File: config.mk
export PLATFORM = sky130hd
export DESIGN_NAME = digital_core
export DESIGN_NICKNAME = d
export VERILOG_FILES = /design/src/rtl/dcore_pkg.sv /design/src/rtl/dcore_cfg_if.sv /design/src/rtl/dcore_regs.sv /design/src/rtl/avg_timer.sv /design/src/rtl/adc_unfold.sv /design/src/rtl/prbs_checker.sv /design/src/rtl/capture_ctrl.sv /design/src/rtl/snapshot_mem.sv /design/src/rtl/digital_core.sv
export VERILOG_INCLUDE_DIRS = /design/src /design/src/rtl
export SDC_FILE = /design/constraint.sdc
export NUM_CORES = 1
export LEC_CHECK = 0
export ABC_CLOCK_PERIOD_IN_PS = 5500
export BUFFER_PORTS_ARGS = -buffer_cell sky130_fd_sc_hd__buf_2
export CAP_MARGIN = 20
export CORE_MARGIN = 4
export CORE_UTILIZATION = 45
export DETAILED_ROUTE_END_ITERATION = 10
export PLACE_DENSITY = 0.58
export SYNTH_ARGS = -nofsm -noshare
export SYNTH_HDL_FRONTEND = slang
export SYNTH_SLANG_ARGS = --single-unit
File: constraint.sdc
create_clock -name clk_adc -period 5.5 [get_ports clk_adc]
set_input_delay 1.1 -clock clk_adc [delete_from_list [all_inputs] [get_ports clk_adc]]
set_output_delay 1.1 -clock clk_adc [all_outputs]
set_load 0.005 [all_outputs]
File: src/rtl/dcore_config.svh
`ifndef DCORE_CONFIG_SVH
`define DCORE_CONFIG_SVH

// time-interleaved ADC slices per clk_adc cycle
`define NTI 4

// code width, sign plus NADC-1 magnitude bits
`define NADC 8

// PRBS order for the checker
`define NPRBS 7

// snapshot memory geometry
`define CAP_DEPTH 16
`define CAP_AW 4

`endif

File: src/rtl/dcore_pkg.sv
`default_nettype none
`include "dcore_config.svh"

package dcore_pkg;

    // slice magnitude and signed code
    typedef logic [`NADC-2:0] adc_mag_t;
    typedef logic signed [`NADC-1:0] adc_code_t;

    // room for 128 codes in one averaging window
    typedef logic signed [`NADC+6:0] adc_sum_t;

    typedef logic [31:0] bit_cnt_t;

    typedef enum logic [1:0] {CHK_CLEAR, CHK_ALIGN, CHK_RUN, CHK_FREEZE} chk_mode_e;

    typedef enum logic [1:0] {CAP_IDLE, CAP_ARMED, CAP_WRITE, CAP_DONE} cap_state_e;

    // APB byte addresses
    typedef enum logic [7:0] {
        REG_CTRL     = 8'h00,
        REG_EXT_OFS  = 8'h04,
        REG_CAL_OFS  = 8'h08,
        REG_PRBS_TOT = 8'h0C,
        REG_PRBS_ERR = 8'h10,
        REG_CAP_CTRL = 8'h14,
        REG_CAP_ADDR = 8'h18,
        REG_CAP_DATA = 8'h1C
    } reg_addr_e;

endpackage

`default_nettype wire

File: src/rtl/dcore_cfg_if.sv
`timescale 1ns/1ps
`default_nettype none
`include "dcore_config.svh"

interface dcore_cfg_if import dcore_pkg::*; ();

    // configuration from the register block
    logic                  cal_en;
    logic                  ext_ofs_en;
    logic [2:0]            navg;
    adc_code_t             ext_ofs [`NTI-1:0];
    chk_mode_e             chk_mode;
    logic                  cap_arm;
    logic [`CAP_AW-1:0]    cap_addr;

    // status from the datapath
    adc_code_t             cal_ofs [`NTI-1:0];
    bit_cnt_t              prbs_total;
    bit_cnt_t              prbs_err;
    cap_state_e            cap_state;
    adc_code_t             cap_data [`NTI-1:0];

    modport regs (
        output cal_en, ext_ofs_en, navg, ext_ofs, chk_mode, cap_arm, cap_addr,
        input  cal_ofs, prbs_total, prbs_err, cap_state, cap_data
    );

    modport core (
        input  cal_en, ext_ofs_en, navg, ext_ofs, chk_mode, cap_arm, cap_addr,
        output cal_ofs, prbs_total, prbs_err, cap_state, cap_data
    );

endinterface

`default_nettype wire

File: src/rtl/dcore_regs.sv
`timescale 1ns/1ps
`default_nettype none
`include "dcore_config.svh"

module dcore_regs import dcore_pkg::*; (
    input  wire logic        clk_adc,
    input  wire logic        rst_i,
    input  wire logic [7:0]  paddr_i,
    input  wire logic        psel_i,
    input  wire logic        penable_i,
    input  wire logic        pwrite_i,
    input  wire logic [31:0] pwdata_i,
    output logic [31:0]      prdata_o,
    output logic             pready_o,
    output logic             pslverr_o,
    dcore_cfg_if.regs        cfg
);
    logic        access;
    logic        mapped;
    logic        read_only;
    logic        wr_ok;
    logic [31:0] rd_mux;

    assign access   = psel_i && penable_i;
    assign pready_o = 1'b1;

    // decode and read mux
    always_comb begin
        mapped    = 1'b1;
        read_only = 1'b0;
        rd_mux    = '0;
        case (reg_addr_e'(paddr_i))
            REG_CTRL: rd_mux[6:0] = {cfg.chk_mode, cfg.navg, cfg.ext_ofs_en, cfg.cal_en};
            REG_EXT_OFS: begin
                for (int i = 0; i < `NTI; i++) rd_mux[i*`NADC +: `NADC] = cfg.ext_ofs[i];
            end
            REG_CAL_OFS: begin
                read_only = 1'b1;
                for (int i = 0; i < `NTI; i++) rd_mux[i*`NADC +: `NADC] = cfg.cal_ofs[i];
            end
            REG_PRBS_TOT: begin
                read_only = 1'b1;
                rd_mux    = cfg.prbs_total;
            end
            REG_PRBS_ERR: begin
                read_only = 1'b1;
                rd_mux    = cfg.prbs_err;
            end
            REG_CAP_CTRL: rd_mux[1:0] = cfg.cap_state;
            REG_CAP_ADDR: rd_mux[`CAP_AW-1:0] = cfg.cap_addr;
            REG_CAP_DATA: begin
                read_only = 1'b1;
                for (int i = 0; i < `NTI; i++) rd_mux[i*`NADC +: `NADC] = cfg.cap_data[i];
            end
            default: mapped = 1'b0;
        endcase
    end

    // zero wait states, so data and error are driven in the access phase
    assign prdata_o  = (access && !pwrite_i) ? rd_mux : '0;
    assign pslverr_o = access && (!mapped || (pwrite_i && read_only));
    assign wr_ok     = access && pwrite_i && mapped && !read_only;

    always_ff @(posedge clk_adc) begin
        if (rst_i) begin
            cfg.cal_en     <= 1'b0;
            cfg.ext_ofs_en <= 1'b0;
            cfg.navg       <= '0;
            cfg.chk_mode   <= CHK_CLEAR;
            cfg.cap_arm    <= 1'b0;
            cfg.cap_addr   <= '0;
            for (int i = 0; i < `NTI; i++) cfg.ext_ofs[i] <= '0;
        end else begin
            // arm is a single-cycle strobe
            cfg.cap_arm <= 1'b0;
            if (wr_ok) begin
                case (reg_addr_e'(paddr_i))
                    REG_CTRL: begin
                        cfg.cal_en     <= pwdata_i[0];
                        cfg.ext_ofs_en <= pwdata_i[1];
                        cfg.navg       <= pwdata_i[4:2];
                        cfg.chk_mode   <= chk_mode_e'(pwdata_i[6:5]);
                    end
                    REG_EXT_OFS: begin
                        for (int i = 0; i < `NTI; i++) begin
                            cfg.ext_ofs[i] <= adc_code_t'(pwdata_i[i*`NADC +: `NADC]);
                        end
                    end
                    REG_CAP_CTRL: cfg.cap_arm <= pwdata_i[0];
                    REG_CAP_ADDR: cfg.cap_addr <= pwdata_i[`CAP_AW-1:0];
                    default: ;
                endcase
            end
        end
    end

    // setup phase always moves on to the access phase
    a_apb_setup_access: assert property (@(posedge clk_adc) disable iff (rst_i)
        psel_i && !penable_i |=> psel_i && penable_i);

endmodule

`default_nettype wire

File: src/rtl/avg_timer.sv
`timescale 1ns/1ps
`default_nettype none

module avg_timer (
    input  wire logic       clk_adc,
    input  wire logic       rst_i,
    input  wire logic [2:0] navg_i,
    output logic            win_end_o
);
    logic [6:0] cnt;
    logic [6:0] term;
    logic [2:0] navg_q;

    // window of 2^navg cycles
    assign term      = (7'd1 << navg_i) - 7'd1;
    assign win_end_o = (cnt == term) && (navg_i == navg_q);

    always_ff @(posedge clk_adc) begin
        navg_q <= navg_i;
        // restart the window on a new navg setting
        if (rst_i || navg_i != navg_q || win_end_o) begin
            cnt <= '0;
        end else begin
            cnt <= cnt + 7'd1;
        end
    end

    a_strobe_single: assert property (@(posedge clk_adc) disable iff (rst_i)
        win_end_o && navg_i != 3'd0 |=> !win_end_o);

endmodule

`default_nettype wire

File: src/rtl/adc_unfold.sv
`timescale 1ns/1ps
`default_nettype none
`include "dcore_config.svh"

module adc_unfold import dcore_pkg::*; (
    input  wire logic       clk_adc,
    input  wire logic       rst_i,
    input  wire adc_mag_t   mag_i,
    input  wire logic       sign_i,
    input  wire logic       win_end_i,
    input  wire logic       cal_en_i,
    input  wire logic       ext_ofs_en_i,
    input  wire adc_code_t  ext_ofs_i,
    input  wire logic [2:0] navg_i,
    output adc_code_t       code_o,
    output adc_code_t       cal_ofs_o
);
    adc_code_t              raw_code;
    adc_code_t              act_ofs;
    logic signed [`NADC:0]  diff;
    adc_sum_t               win_sum;
    adc_sum_t               sum_next;

    // sign high is a positive sample
    assign raw_code = sign_i ? adc_code_t'({1'b0, mag_i}) : -adc_code_t'({1'b0, mag_i});
    assign act_ofs  = ext_ofs_en_i ? ext_ofs_i : cal_ofs_o;

    // one extra bit so the subtraction cannot wrap
    assign diff = {raw_code[`NADC-1], raw_code} - {act_ofs[`NADC-1], act_ofs};

    always_ff @(posedge clk_adc) begin
        if (diff[`NADC] != diff[`NADC-1]) begin
            // clip to the code range
            code_o <= diff[`NADC] ? adc_code_t'({1'b1, {(`NADC-1){1'b0}}})
                                  : adc_code_t'({1'b0, {(`NADC-1){1'b1}}});
        end else begin
            code_o <= adc_code_t'(diff[`NADC-1:0]);
        end
    end

    assign sum_next = win_sum + adc_sum_t'(raw_code);

    // window average, current sample included
    always_ff @(posedge clk_adc) begin
        if (rst_i) begin
            win_sum   <= '0;
            cal_ofs_o <= '0;
        end else if (win_end_i) begin
            win_sum <= '0;
            if (cal_en_i) begin
                cal_ofs_o <= adc_code_t'(sum_next >>> navg_i);
            end
        end else begin
            win_sum <= sum_next;
        end
    end

endmodule

`default_nettype wire

File: src/rtl/prbs_checker.sv
`timescale 1ns/1ps
`default_nettype none
`include "dcore_config.svh"

module prbs_checker import dcore_pkg::*; (
    input  wire logic      clk_adc,
    input  wire logic      rst_i,
    input  wire adc_code_t code_i [`NTI-1:0],
    input  wire chk_mode_e mode_i,
    output bit_cnt_t       total_o,
    output bit_cnt_t       err_o
);
    logic [`NTI-1:0]             rx_bits;
    logic [`NPRBS-1:0]           lfsr_q;
    logic [`NPRBS-1:0]           lfsr_d;
    logic [$clog2(`NTI+1)-1:0]   n_err;
    logic                        exp_bit;

    // non-negative code decides a one
    always_comb begin
        for (int i = 0; i < `NTI; i++) rx_bits[i] = !code_i[i][`NADC-1];
    end

    // slice 0 is the oldest bit of the cycle
    always_comb begin
        lfsr_d  = lfsr_q;
        n_err   = '0;
        exp_bit = 1'b0;
        for (int i = 0; i < `NTI; i++) begin
            if (mode_i == CHK_ALIGN) begin
                lfsr_d = {lfsr_d[`NPRBS-2:0], rx_bits[i]};
            end else begin
                // x^7 + x^6 + 1
                exp_bit = lfsr_d[`NPRBS-1] ^ lfsr_d[`NPRBS-2];
                if (exp_bit != rx_bits[i]) n_err = n_err + 1'b1;
                lfsr_d = {lfsr_d[`NPRBS-2:0], exp_bit};
            end
        end
    end

    always_ff @(posedge clk_adc) begin
        if (rst_i || mode_i == CHK_CLEAR) begin
            lfsr_q  <= '0;
            total_o <= '0;
            err_o   <= '0;
        end else if (mode_i == CHK_ALIGN) begin
            lfsr_q <= lfsr_d;
        end else if (mode_i == CHK_RUN) begin
            lfsr_q  <= lfsr_d;
            total_o <= total_o + bit_cnt_t'(`NTI);
            err_o   <= err_o + bit_cnt_t'(n_err);
        end
    end

    // errors never outrun the checked bits
    a_err_bounded: assert property (@(posedge clk_adc) disable iff (rst_i)
        err_o <= total_o);

endmodule

`default_nettype wire

File: src/rtl/capture_ctrl.sv
`timescale 1ns/1ps
`default_nettype none
`include "dcore_config.svh"

module capture_ctrl import dcore_pkg::*; (
    input  wire logic          clk_adc,
    input  wire logic          rst_i,
    input  wire logic          arm_i,
    input  wire logic          start_i,
    output cap_state_e         state_o,
    output logic               wr_en_o,
    output logic [`CAP_AW-1:0] wr_addr_o
);
    localparam logic [`CAP_AW-1:0] LAST_ADDR = `CAP_AW'(`CAP_DEPTH - 1);

    cap_state_e         state_q;
    logic [`CAP_AW-1:0] addr_q;

    always_ff @(posedge clk_adc) begin
        if (rst_i) begin
            state_q <= CAP_IDLE;
            addr_q  <= '0;
        end else begin
            case (state_q)
                CAP_IDLE, CAP_DONE: if (arm_i) state_q <= CAP_ARMED;
                CAP_ARMED: begin
                    addr_q <= '0;
                    if (start_i) state_q <= CAP_WRITE;
                end
                CAP_WRITE: begin
                    addr_q <= addr_q + 1'b1;
                    if (addr_q == LAST_ADDR) state_q <= CAP_DONE;
                end
                default: state_q <= CAP_IDLE;
            endcase
        end
    end

    assign state_o   = state_q;
    assign wr_en_o   = (state_q == CAP_WRITE);
    assign wr_addr_o = addr_q;

    // a burst always fills the whole memory
    a_full_burst: assert property (@(posedge clk_adc) disable iff (rst_i)
        $fell(wr_en_o) |-> $past(wr_addr_o) == LAST_ADDR && state_o == CAP_DONE);

endmodule

`default_nettype wire

File: src/rtl/snapshot_mem.sv
`timescale 1ns/1ps
`default_nettype none
`include "dcore_config.svh"

module snapshot_mem import dcore_pkg::*; (
    input  wire logic               clk_adc,
    input  wire logic               wr_en_i,
    input  wire logic [`CAP_AW-1:0] wr_addr_i,
    input  wire adc_code_t          wr_data_i [`NTI-1:0],
    input  wire logic [`CAP_AW-1:0] rd_addr_i,
    output adc_code_t               rd_data_o [`NTI-1:0]
);
    // one entry holds every slice of a cycle
    adc_code_t mem [`CAP_DEPTH-1:0][`NTI-1:0];

    always_ff @(posedge clk_adc) begin
        if (wr_en_i) begin
            for (int i = 0; i < `NTI; i++) begin
                mem[wr_addr_i][i] <= wr_data_i[i];
            end
        end
    end

    // asynchronous read for zero-wait APB
    always_comb begin
        for (int i = 0; i < `NTI; i++) begin
            rd_data_o[i] = mem[rd_addr_i][i];
        end
    end

endmodule

`default_nettype wire

File: src/rtl/digital_core.sv
`timescale 1ns/1ps
`default_nettype none
`include "dcore_config.svh"

module digital_core import dcore_pkg::*; (
    input  wire logic        clk_adc,
    input  wire logic        rst_i,
    input  wire adc_mag_t    adc_data_i [`NTI-1:0],
    input  wire logic [`NTI-1:0] adc_sign_i,
    input  wire logic        dump_start_i,
    input  wire logic [7:0]  paddr_i,
    input  wire logic        psel_i,
    input  wire logic        penable_i,
    input  wire logic        pwrite_i,
    input  wire logic [31:0] pwdata_i,
    output logic [31:0]      prdata_o,
    output logic             pready_o,
    output logic             pslverr_o,
    output adc_code_t        data_o [`NTI-1:0]
);
    dcore_cfg_if cfg ();

    logic               win_end;
    logic               cap_wr_en;
    logic [`CAP_AW-1:0] cap_wr_addr;

    dcore_regs regs_i (
        .clk_adc(clk_adc), .rst_i(rst_i),
        .paddr_i(paddr_i), .psel_i(psel_i), .penable_i(penable_i),
        .pwrite_i(pwrite_i), .pwdata_i(pwdata_i),
        .prdata_o(prdata_o), .pready_o(pready_o), .pslverr_o(pslverr_o),
        .cfg(cfg.regs)
    );

    // strobe shared by all slices
    avg_timer avg_timer_i (
        .clk_adc(clk_adc), .rst_i(rst_i), .navg_i(cfg.navg), .win_end_o(win_end)
    );

    genvar k;
    generate
        for (k = 0; k < `NTI; k++) begin : g_slice
            adc_unfold unfold_i (
                .clk_adc(clk_adc), .rst_i(rst_i),
                .mag_i(adc_data_i[k]), .sign_i(adc_sign_i[k]),
                .win_end_i(win_end), .cal_en_i(cfg.cal_en),
                .ext_ofs_en_i(cfg.ext_ofs_en), .ext_ofs_i(cfg.ext_ofs[k]),
                .navg_i(cfg.navg),
                .code_o(data_o[k]), .cal_ofs_o(cfg.cal_ofs[k])
            );
        end
    endgenerate

    prbs_checker prbs_i (
        .clk_adc(clk_adc), .rst_i(rst_i), .code_i(data_o), .mode_i(cfg.chk_mode),
        .total_o(cfg.prbs_total), .err_o(cfg.prbs_err)
    );

    capture_ctrl cap_ctrl_i (
        .clk_adc(clk_adc), .rst_i(rst_i), .arm_i(cfg.cap_arm), .start_i(dump_start_i),
        .state_o(cfg.cap_state), .wr_en_o(cap_wr_en), .wr_addr_o(cap_wr_addr)
    );

    snapshot_mem snap_i (
        .clk_adc(clk_adc), .wr_en_i(cap_wr_en), .wr_addr_i(cap_wr_addr),
        .wr_data_i(data_o), .rd_addr_i(cfg.cap_addr), .rd_data_o(cfg.cap_data)
    );

endmodule

`default_nettype wire

=== After elaboration in Yosys (flattened, before gate mapping) ===
Memories as Yosys holds them, arrays and structs flattened. A register that Yosys moved wholly into a read port is not among the register bits.
Cells that the tools add are included.

* Flip-flop bits (word level): 255
* RAM bits: 512
* Input bits: 78
* Output and inout bits: 66
* Word-level logic and storage cells: 170
* Memories: 1

* Add/sub/neg operators: 20
* Eq/ne operators: 27
* Shift operators: 5
* Mux-type cells: 46
* Bitwise logic cells: 7
* Reduce and logical (&&, ||, !) cells: 35

{| class="wikitable"
|+ Memories
! name !! words !! width !! read ports !! clocked after Yosys merged registers in !! write ports !! RTL line !! RTL
|-
| snap_i.mem || 16 || 32 || 1 || 1 || 1 || snapshot_mem.sv:14 || <nowiki>adc_code_t mem [`CAP_DEPTH-1:0][`NTI-1:0];</nowiki>
|}

{| class="wikitable"
|+ Operators by type and width
! cell !! number
|-
| 2-to-1 mux 8 bit || 16
|-
| one-hot mux 25 bit (5 select lines) || 1
|-
| adder 15 x 8 -> 15 bit || 4
|-
| >>> shifter 15 x 3 -> 8 bit || 4
|-
| subtractor 8 x 8 -> 9 bit || 4
|-
| adder 32 x 3 -> 32 bit || 1
|-
| adder 32 x 3 -> 32 bit (second input constant) || 1
|-
| == test 8 x 5 -> 1 bit (second input constant) || 4
|-
| 2-to-1 mux 32 bit || 1
|-
| negation 7 -> 8 bit || 4
|-
| 2-to-1 mux 3 bit || 7
|-
| one-hot mux 3 bit (6 select lines) || 1
|-
| == test 8 x 4 -> 1 bit (second input constant) || 2
|-
| one-hot mux 2 bit (8 select lines) || 1
|-
| 2-to-1 mux 7 bit || 2
|-
| one-hot mux 2 bit (7 select lines) || 1
|-
| AND reduction 2 bit || 5
|-
| adder 3 x 1 -> 3 bit (second input constant) || 3
|-
| 2-to-1 mux 1 bit || 9
|-
| == test 8 x 3 -> 1 bit (second input constant) || 1
|-
| logical AND 1 bit || 8
|-
| logical NOT 8 bit || 1
|-
| 2-to-1 mux 4 bit || 2
|-
| != test 1 bit || 8
|-
| 25 further kinds || 49
|}

=== Depth between registers and ports, before layout ===
* Depth in word-level cells: 14
* Mapped depth: 24
* Depth with buffers taken out: 22

=== Hierarchy ===
A second synthesis with hierarchy kept.

* Cells, all modules: 2,986
* Area, all modules: 37,723.7 um^2

{| class="wikitable"
|+ By module, submodules not included
! module !! instances !! cells each !! area an instance (um^2) !! seq. area each (um^2)
|-
| snapshot_mem || 1 || 806 || 19,195.9 || 15,374.7
|-
| adc_unfold at g_slice[0].unfold_i ... || 3 || 323 || 2,687.6 || 620.6
|-
| prbs_checker || 1 || 418 || 3,580.9 || 1,381.3
|-
| dcore_regs || 1 || 363 || 3,140.5 || 880.8
|-
| adc_unfold at g_slice[1].unfold_i || 1 || 327 || 2,736.4 || 620.6
|-
| avg_timer || 1 || 63 || 643.1 || 200.2
|-
| capture_ctrl || 1 || 40 || 364.1 || 120.1
|}

=== Worst setup path before layout ===
OpenSTA, ideal clock, no wires.

* Path kind: reg2reg
* From: register regs_i.cfg.chk_mode[1]
* To: register prbs_i.err_o[26]
* Setup time: 0.128 ns
* Data arrival time: 4.334 ns
* Setup slack: 1.038 ns
* Stages on the path, launching flop included: 25
* Buffers on the path: 2
* Clock period less this slack: 4.462 ns
* Path through: dfxtp_1 -> inv_1 -> ha_1 -> clkbuf_1 -> clkbuf_1 -> nor2_1 -> ha_1 -> nor2b_1 -> ha_1 -> mux2i_1 -> nor2_1 -> ha_1 -> nand2_1 -> o31ai_1 -> nor2b_1 -> inv_1 -> fa_1 -> nand2b_1 -> a211o_1 -> nor2_1 -> nand2_1 -> nor2_1 -> nand2_1 -> xor2_1 -> nor2_1

* Cells in the longest elaborated chain, start to end: 12

{| class="wikitable"
|+ Ends and longest elaborated chain
! element !! RTL line !! RTL
|-
| from (decl) || dcore_cfg_if.sv:24 || <nowiki>output cal_en, ext_ofs_en, navg, ext_ofs, chk_mode, cap_arm, cap_addr,</nowiki>
|-
| from (signal assigned) || dcore_regs.sv:82 || <nowiki>cfg.chk_mode <= chk_mode_e'(pwdata_i[6:5]);</nowiki>
|-
| == test 2 x 1 -> 1 bit || prbs_checker.sv:30, prbs_checker.sv:46 ||
|-
| 2-to-1 mux 3 bit || prbs_checker.sv:30 || <nowiki>if (mode_i == CHK_ALIGN) begin</nowiki>
|-
| adder 3 x 1 -> 3 bit || prbs_checker.sv:35 || <nowiki>if (exp_bit != rx_bits[i]) n_err = n_err + 1'b1;</nowiki>
|-
| 2-to-1 mux 3 bit || prbs_checker.sv:35 ||
|-
| 2-to-1 mux 3 bit || prbs_checker.sv:30 ||
|-
| adder 3 x 1 -> 3 bit || prbs_checker.sv:35 ||
|-
| 2-to-1 mux 3 bit || prbs_checker.sv:35 ||
|-
| 2-to-1 mux 3 bit || prbs_checker.sv:30 ||
|-
| adder 3 x 1 -> 3 bit || prbs_checker.sv:35 ||
|-
| 2-to-1 mux 3 bit || prbs_checker.sv:35 ||
|-
| 2-to-1 mux 3 bit || prbs_checker.sv:30 ||
|-
| adder 32 x 3 -> 32 bit || prbs_checker.sv:51 || <nowiki>err_o <= err_o + bit_cnt_t'(n_err);</nowiki>
|-
| to (signal assigned) || prbs_checker.sv:51 ||
|-
| to (decl) || prbs_checker.sv:11 || <nowiki>output bit_cnt_t err_o</nowiki>
|}

Parallel ways exist; a longest one is shown, timed or not.
A chain may end at the register's enable or synchronous reset.

=== Final worst setup path ===
* From: input port paddr_i[0]
* To: output port prdata_o[7]

* Cells in the longest elaborated chain, start to end: 3

{| class="wikitable"
|+ Ends and longest elaborated chain
! element !! RTL line !! RTL
|-
| from (decl) || digital_core.sv:11 || <nowiki>input wire logic [7:0] paddr_i,</nowiki>
|-
| == test 8 x 5 -> 1 bit (tied with other cells) || dcore_regs.sv:32 || <nowiki>case (reg_addr_e'(paddr_i))</nowiki>
|-
| one-hot mux 25 bit (5 select lines) * || dcore_regs.sv:32 ||
|-
| 2-to-1 mux 32 bit * || dcore_regs.sv:60 || <nowiki>assign prdata_o = (access && !pwrite_i) ? rd_mux : '0;</nowiki>
|-
| to (decl) || digital_core.sv:16 || <nowiki>output logic [31:0] prdata_o,</nowiki>
|}

Every way passes the cells marked *; elsewhere a longest branch is shown, timed or not.

==> qor.yml <==
run_status:
  status: "completed"
clock_tree:
  cts.path.max_buffers: 3
  clk_pin_slew_ns: 0.06
  post_cts_buffers: 0
  clk_latency_ns: 0.66
  cts_tree: "built"
  cts-root-buf: "clkbuf_16"
  clock_sinks: 769
  post_cts_resized: 0
  cts_buffers: 85
  hold_buffers: 0
  htree_levels: 3
timing:
  setup_violations: 0
  slew_violations: 0
  worst_pin_slew_ns: 1.027
  slew_headroom_pct: 31.54
  period_share_pct: 91.80
  fin_setup_tns_ns: 0
  fmax_ghz: 0.1981
  skew_ns: 0.03610
  hold_violations: 0
  period_needed_ns: 5.049
  rsz0062_at_grt: "false"
critical_path:
  path_max_fanout: 25
  crit_chain: "buf_2 > or4_4 > or2_4 > nor3_1 > o211ai_1 > buf_4 > a31oi_1 > buf_2"
  endpoint_kind: "output port"
  arrival_ns: 3.95
  cp_slowest_cell: "nor3_1"
  rr_worst_depth: 23
  slowest_delay_ns: 0.76
  r2r-end: "prbs_i.err_o[26]"
  worst_setup_path_start_kind: "primary input"
  worstPathRequired_ns: 4.40
  crit_top_cell: "buf_2"
  r2r_start: "regs_i.cfg.chk_mode[1]"
  ff2ff_setup_slack_ns: 0.75
  path_class: "in2out"
floorplan:
  die_x_microns: 292.7
  ioPinCount: 144
  initial_utilization_pct: 45.37
  fp-row-count: 104
  die-area_sq_mm: 0.08569
  die_height_microns: 292.7
  core-area_sq_mm: 0.08042
global_routing:
  grt_start_max_net_pins: 56
  grt_pass1_wl_microns: 159100
  grt_pass1_vias: 24336
  track_usage_pct: 24.86
  antenna_found_initial: 4
  grt_overflow: 0
synthesis:
  synth.yosys.warnings: 0
  synth_top_area_share_pct: 42.14
  post-synth-top-count-cell: "edfxtp_1"
  ys_seq_area_share_pct: 56.25
  synth_area_sq_mm: 0.03648
  synth_edf_count: 512
  synth_fp_nets: 3012
  yosys-top-cells-area: "edfxtp_1 42%, dfxtp_1 14%, mux4_2 11%, ha_1 3.8%, mux2i_1 2.9%"
  post_synth.cell_area_avg_sq_um: 12.96
  synth_area_leader_cell: "edfxtp_1"
  netlist_instances: 2815
  synth.distinct_cells: 87
  synthArstFlopShare_pct: 0
  synthTopCellsByCount: "512 x edfxtp_1, 263 x nor2_1, 257 x dfxtp_1, 197 x nand2_1, 184 x mux4_2"
  ys.flop_type: "edfxtp_1"
  ys_seq_elements: 769
hold_path:
  min_to: "regs_i.cfg.ext_ofs[27]"
  whs_path_depth: 2
  min_from: "regs_i.cfg.ext_ofs[27]"
  hold_class: "reg2reg"
placement:
  numPortBuffers: 142
  place_congestion: 0.9310
  place_hpwl_microns: 73250
routing:
  ant_nets: 0
  vias: 24629
  viasPerCell: 6.020
  dr.pass1.iters: 5
  wire_per_inst_microns: 26.39
  drt-initial-drc-count: 2111
  drc: 0
  drt-total-wl_microns: 108000
run:
  drv_cap: 0
pwr:
  ir_worst_vdd_mv: 0.2181
  p_per_area_mw_per_mm2: 331.7
  total_power_mw: 13.74
  leakage_nw: 14.14
finish:
  areaGrowthSynthToFinish_pct: 13.57
  drive_gt1_share_pct: 19.14
  layout.nets: 3162
-- layout make-up --
cell class              instances  area, sq um
diodes                          1        2.502
clock buffers                 116         2293
clock inverters                36        501.7
fillers                      6920        38990
inverters                      91        341.6
multi-input cells            1811        15160
flip-flops and latches        769        20530
well taps                    1060         1326
repair buffers                207         1269
-- critical path, delay by kind of cell --
family	cells	cell delay (ns)
compound gates	2	0.63
buf+inv	3	0.60
simple gates	3	1.60
-- registers in the layout, summed over array words and instances (netlist names), named ones only --
name,count
prbs_i.total_o,30
snap_i.mem,512
avg_timer_i.navg_q,3
g_slice.unfold_i.cal_ofs_o,32
regs_i.cfg.cal_en,1
regs_i.cfg.chk_mode,2
regs_i.cfg.navg,3
regs_i.cfg.ext_ofs,32
cap_ctrl_i.wr_addr_o,4
prbs_i.lfsr_q,7
g_slice.unfold_i.code_o,32
regs_i.cfg.ext_ofs_en,1
regs_i.cfg.cap_addr,4
cap_ctrl_i.state_o,2
prbs_i.err_o,32
g_slice.unfold_i.win_sum,60
avg_timer_i.cnt,7
regs_i.cfg.cap_arm,1
-- cell families (layout without fill, tap and decap cells) --
kind of cell,Yosys count,in the layout,synth area share (%)
xor gates and xnor gates,167,167,4.009
adders and majority gates,119,119,4.267
DFF,769,769,56.25
other,1,2,0.01028
AOI/OAI and AO/OA,500,500,9.085
muxes,304,304,14.71
and+or+nand+nor,720,720,9.157
buffers and inverters,235,450,2.517
-- routing by layer --
layer | vias to the layer above | global-route usage (%) | share of wire (%)
li1 | 10971 | - | -
met3 | 207 | 3.662 | 6.6
met2 | 921 | 41.16 | 48
met4 | 2 | 9.336 | 4.2
met5 | - | 0 | 0.012
met1 | 12528 | 33.46 | 41
-- power by group --
| part | internal (mW) | switching, mW |
|---|---|---|
| Clock | 3.29 | 2.41 |
| Sequential | 6.53 | 0.277 |
| Combinational | 0.483 | 0.749 |
-- placed cells by master (no fill, tap or decap), types with 12 or more instances in the layout --
| cell type | Yosys | final |
|---|---|---|
| nor2_1 | 263 | 250 |
| mux2_2 | 16 | 16 |
| nand4_1 | 19 | 19 |
| inv_1 | 89 | 89 |
| nor3_1 | 39 | 34 |
| xnor2_1 | 81 | 81 |
| o21ai_0 | 72 | 72 |
| a211oi_1 | 29 | 29 |
| xor2_1 | 86 | 86 |
| ha_1 | 110 | 110 |
| or3_1 | 17 | 17 |
| a21oi_1 | 127 | 127 |
| or2_2 | 11 | 12 |
| nor2b_1 | 39 | 38 |
| a22oi_1 | 55 | 55 |
| buf_4 | 3 | 59 |
| nand2b_1 | 22 | 22 |
| clkbuf_1 | 94 | 26 |
| edfxtp_1 | 512 | 512 |
| a21o_1 | 27 | 27 |
| dfxtp_1 | 257 | 250 |
| buf_2 | 19 | 142 |
| mux4_2 | 184 | 184 |
| and3_1 | 20 | 20 |
| nand2_1 | 197 | 197 |
| mux2i_1 | 104 | 104 |
| o21a_1 | 14 | 14 |
| a31oi_1 | 51 | 51 |
| nand3_1 | 62 | 62 |
| nor2_4 | 0 | 12 |
| clkbuf_16 | 0 | 85 |
-- how the worst max path moves through the flow --
stage / from / slack (ns) / depth (start not counted) / endpoint
final: paddr_i[0] / 0.45 / 8 / prdata_o[7]
after global routing: regs_i.cfg.chk_mode[1] / 0.35 / 23 / prbs_i.err_o[26]
after CTS: paddr_i[0] / 0.61 / 8 / prdata_o[7]
after detailed placement: adc_data_i[7] / 0.48 / 14 / g_slice[1].unfold_i.cal_ofs_o[3]
after global placement: adc_data_i[7] / 0.38 / 14 / g_slice[1].unfold_i.cal_ofs_o[3]
after floorplan: regs_i.cfg.chk_mode[1] / 1.04 / 24 / prbs_i.err_o[26]
-- metrics by stage --
stage	std cells	hold slack [ns]	setup WS, ns	utilization, %	area (sq um)
global placement	3937	0.4617	0.3773	48.02	38620
global route	4090	0.4986	0.3516	51.52	41430
floorplan	2815	0.3258	1.038	-	36480
CTS	4089	0.4770	0.6149	51.50	41410
finish	4091	0.4801	0.4508	51.52	41430
detailed placement	3937	0.4659	0.4779	48.02	38620
Power figures use the tool's default switching activity.
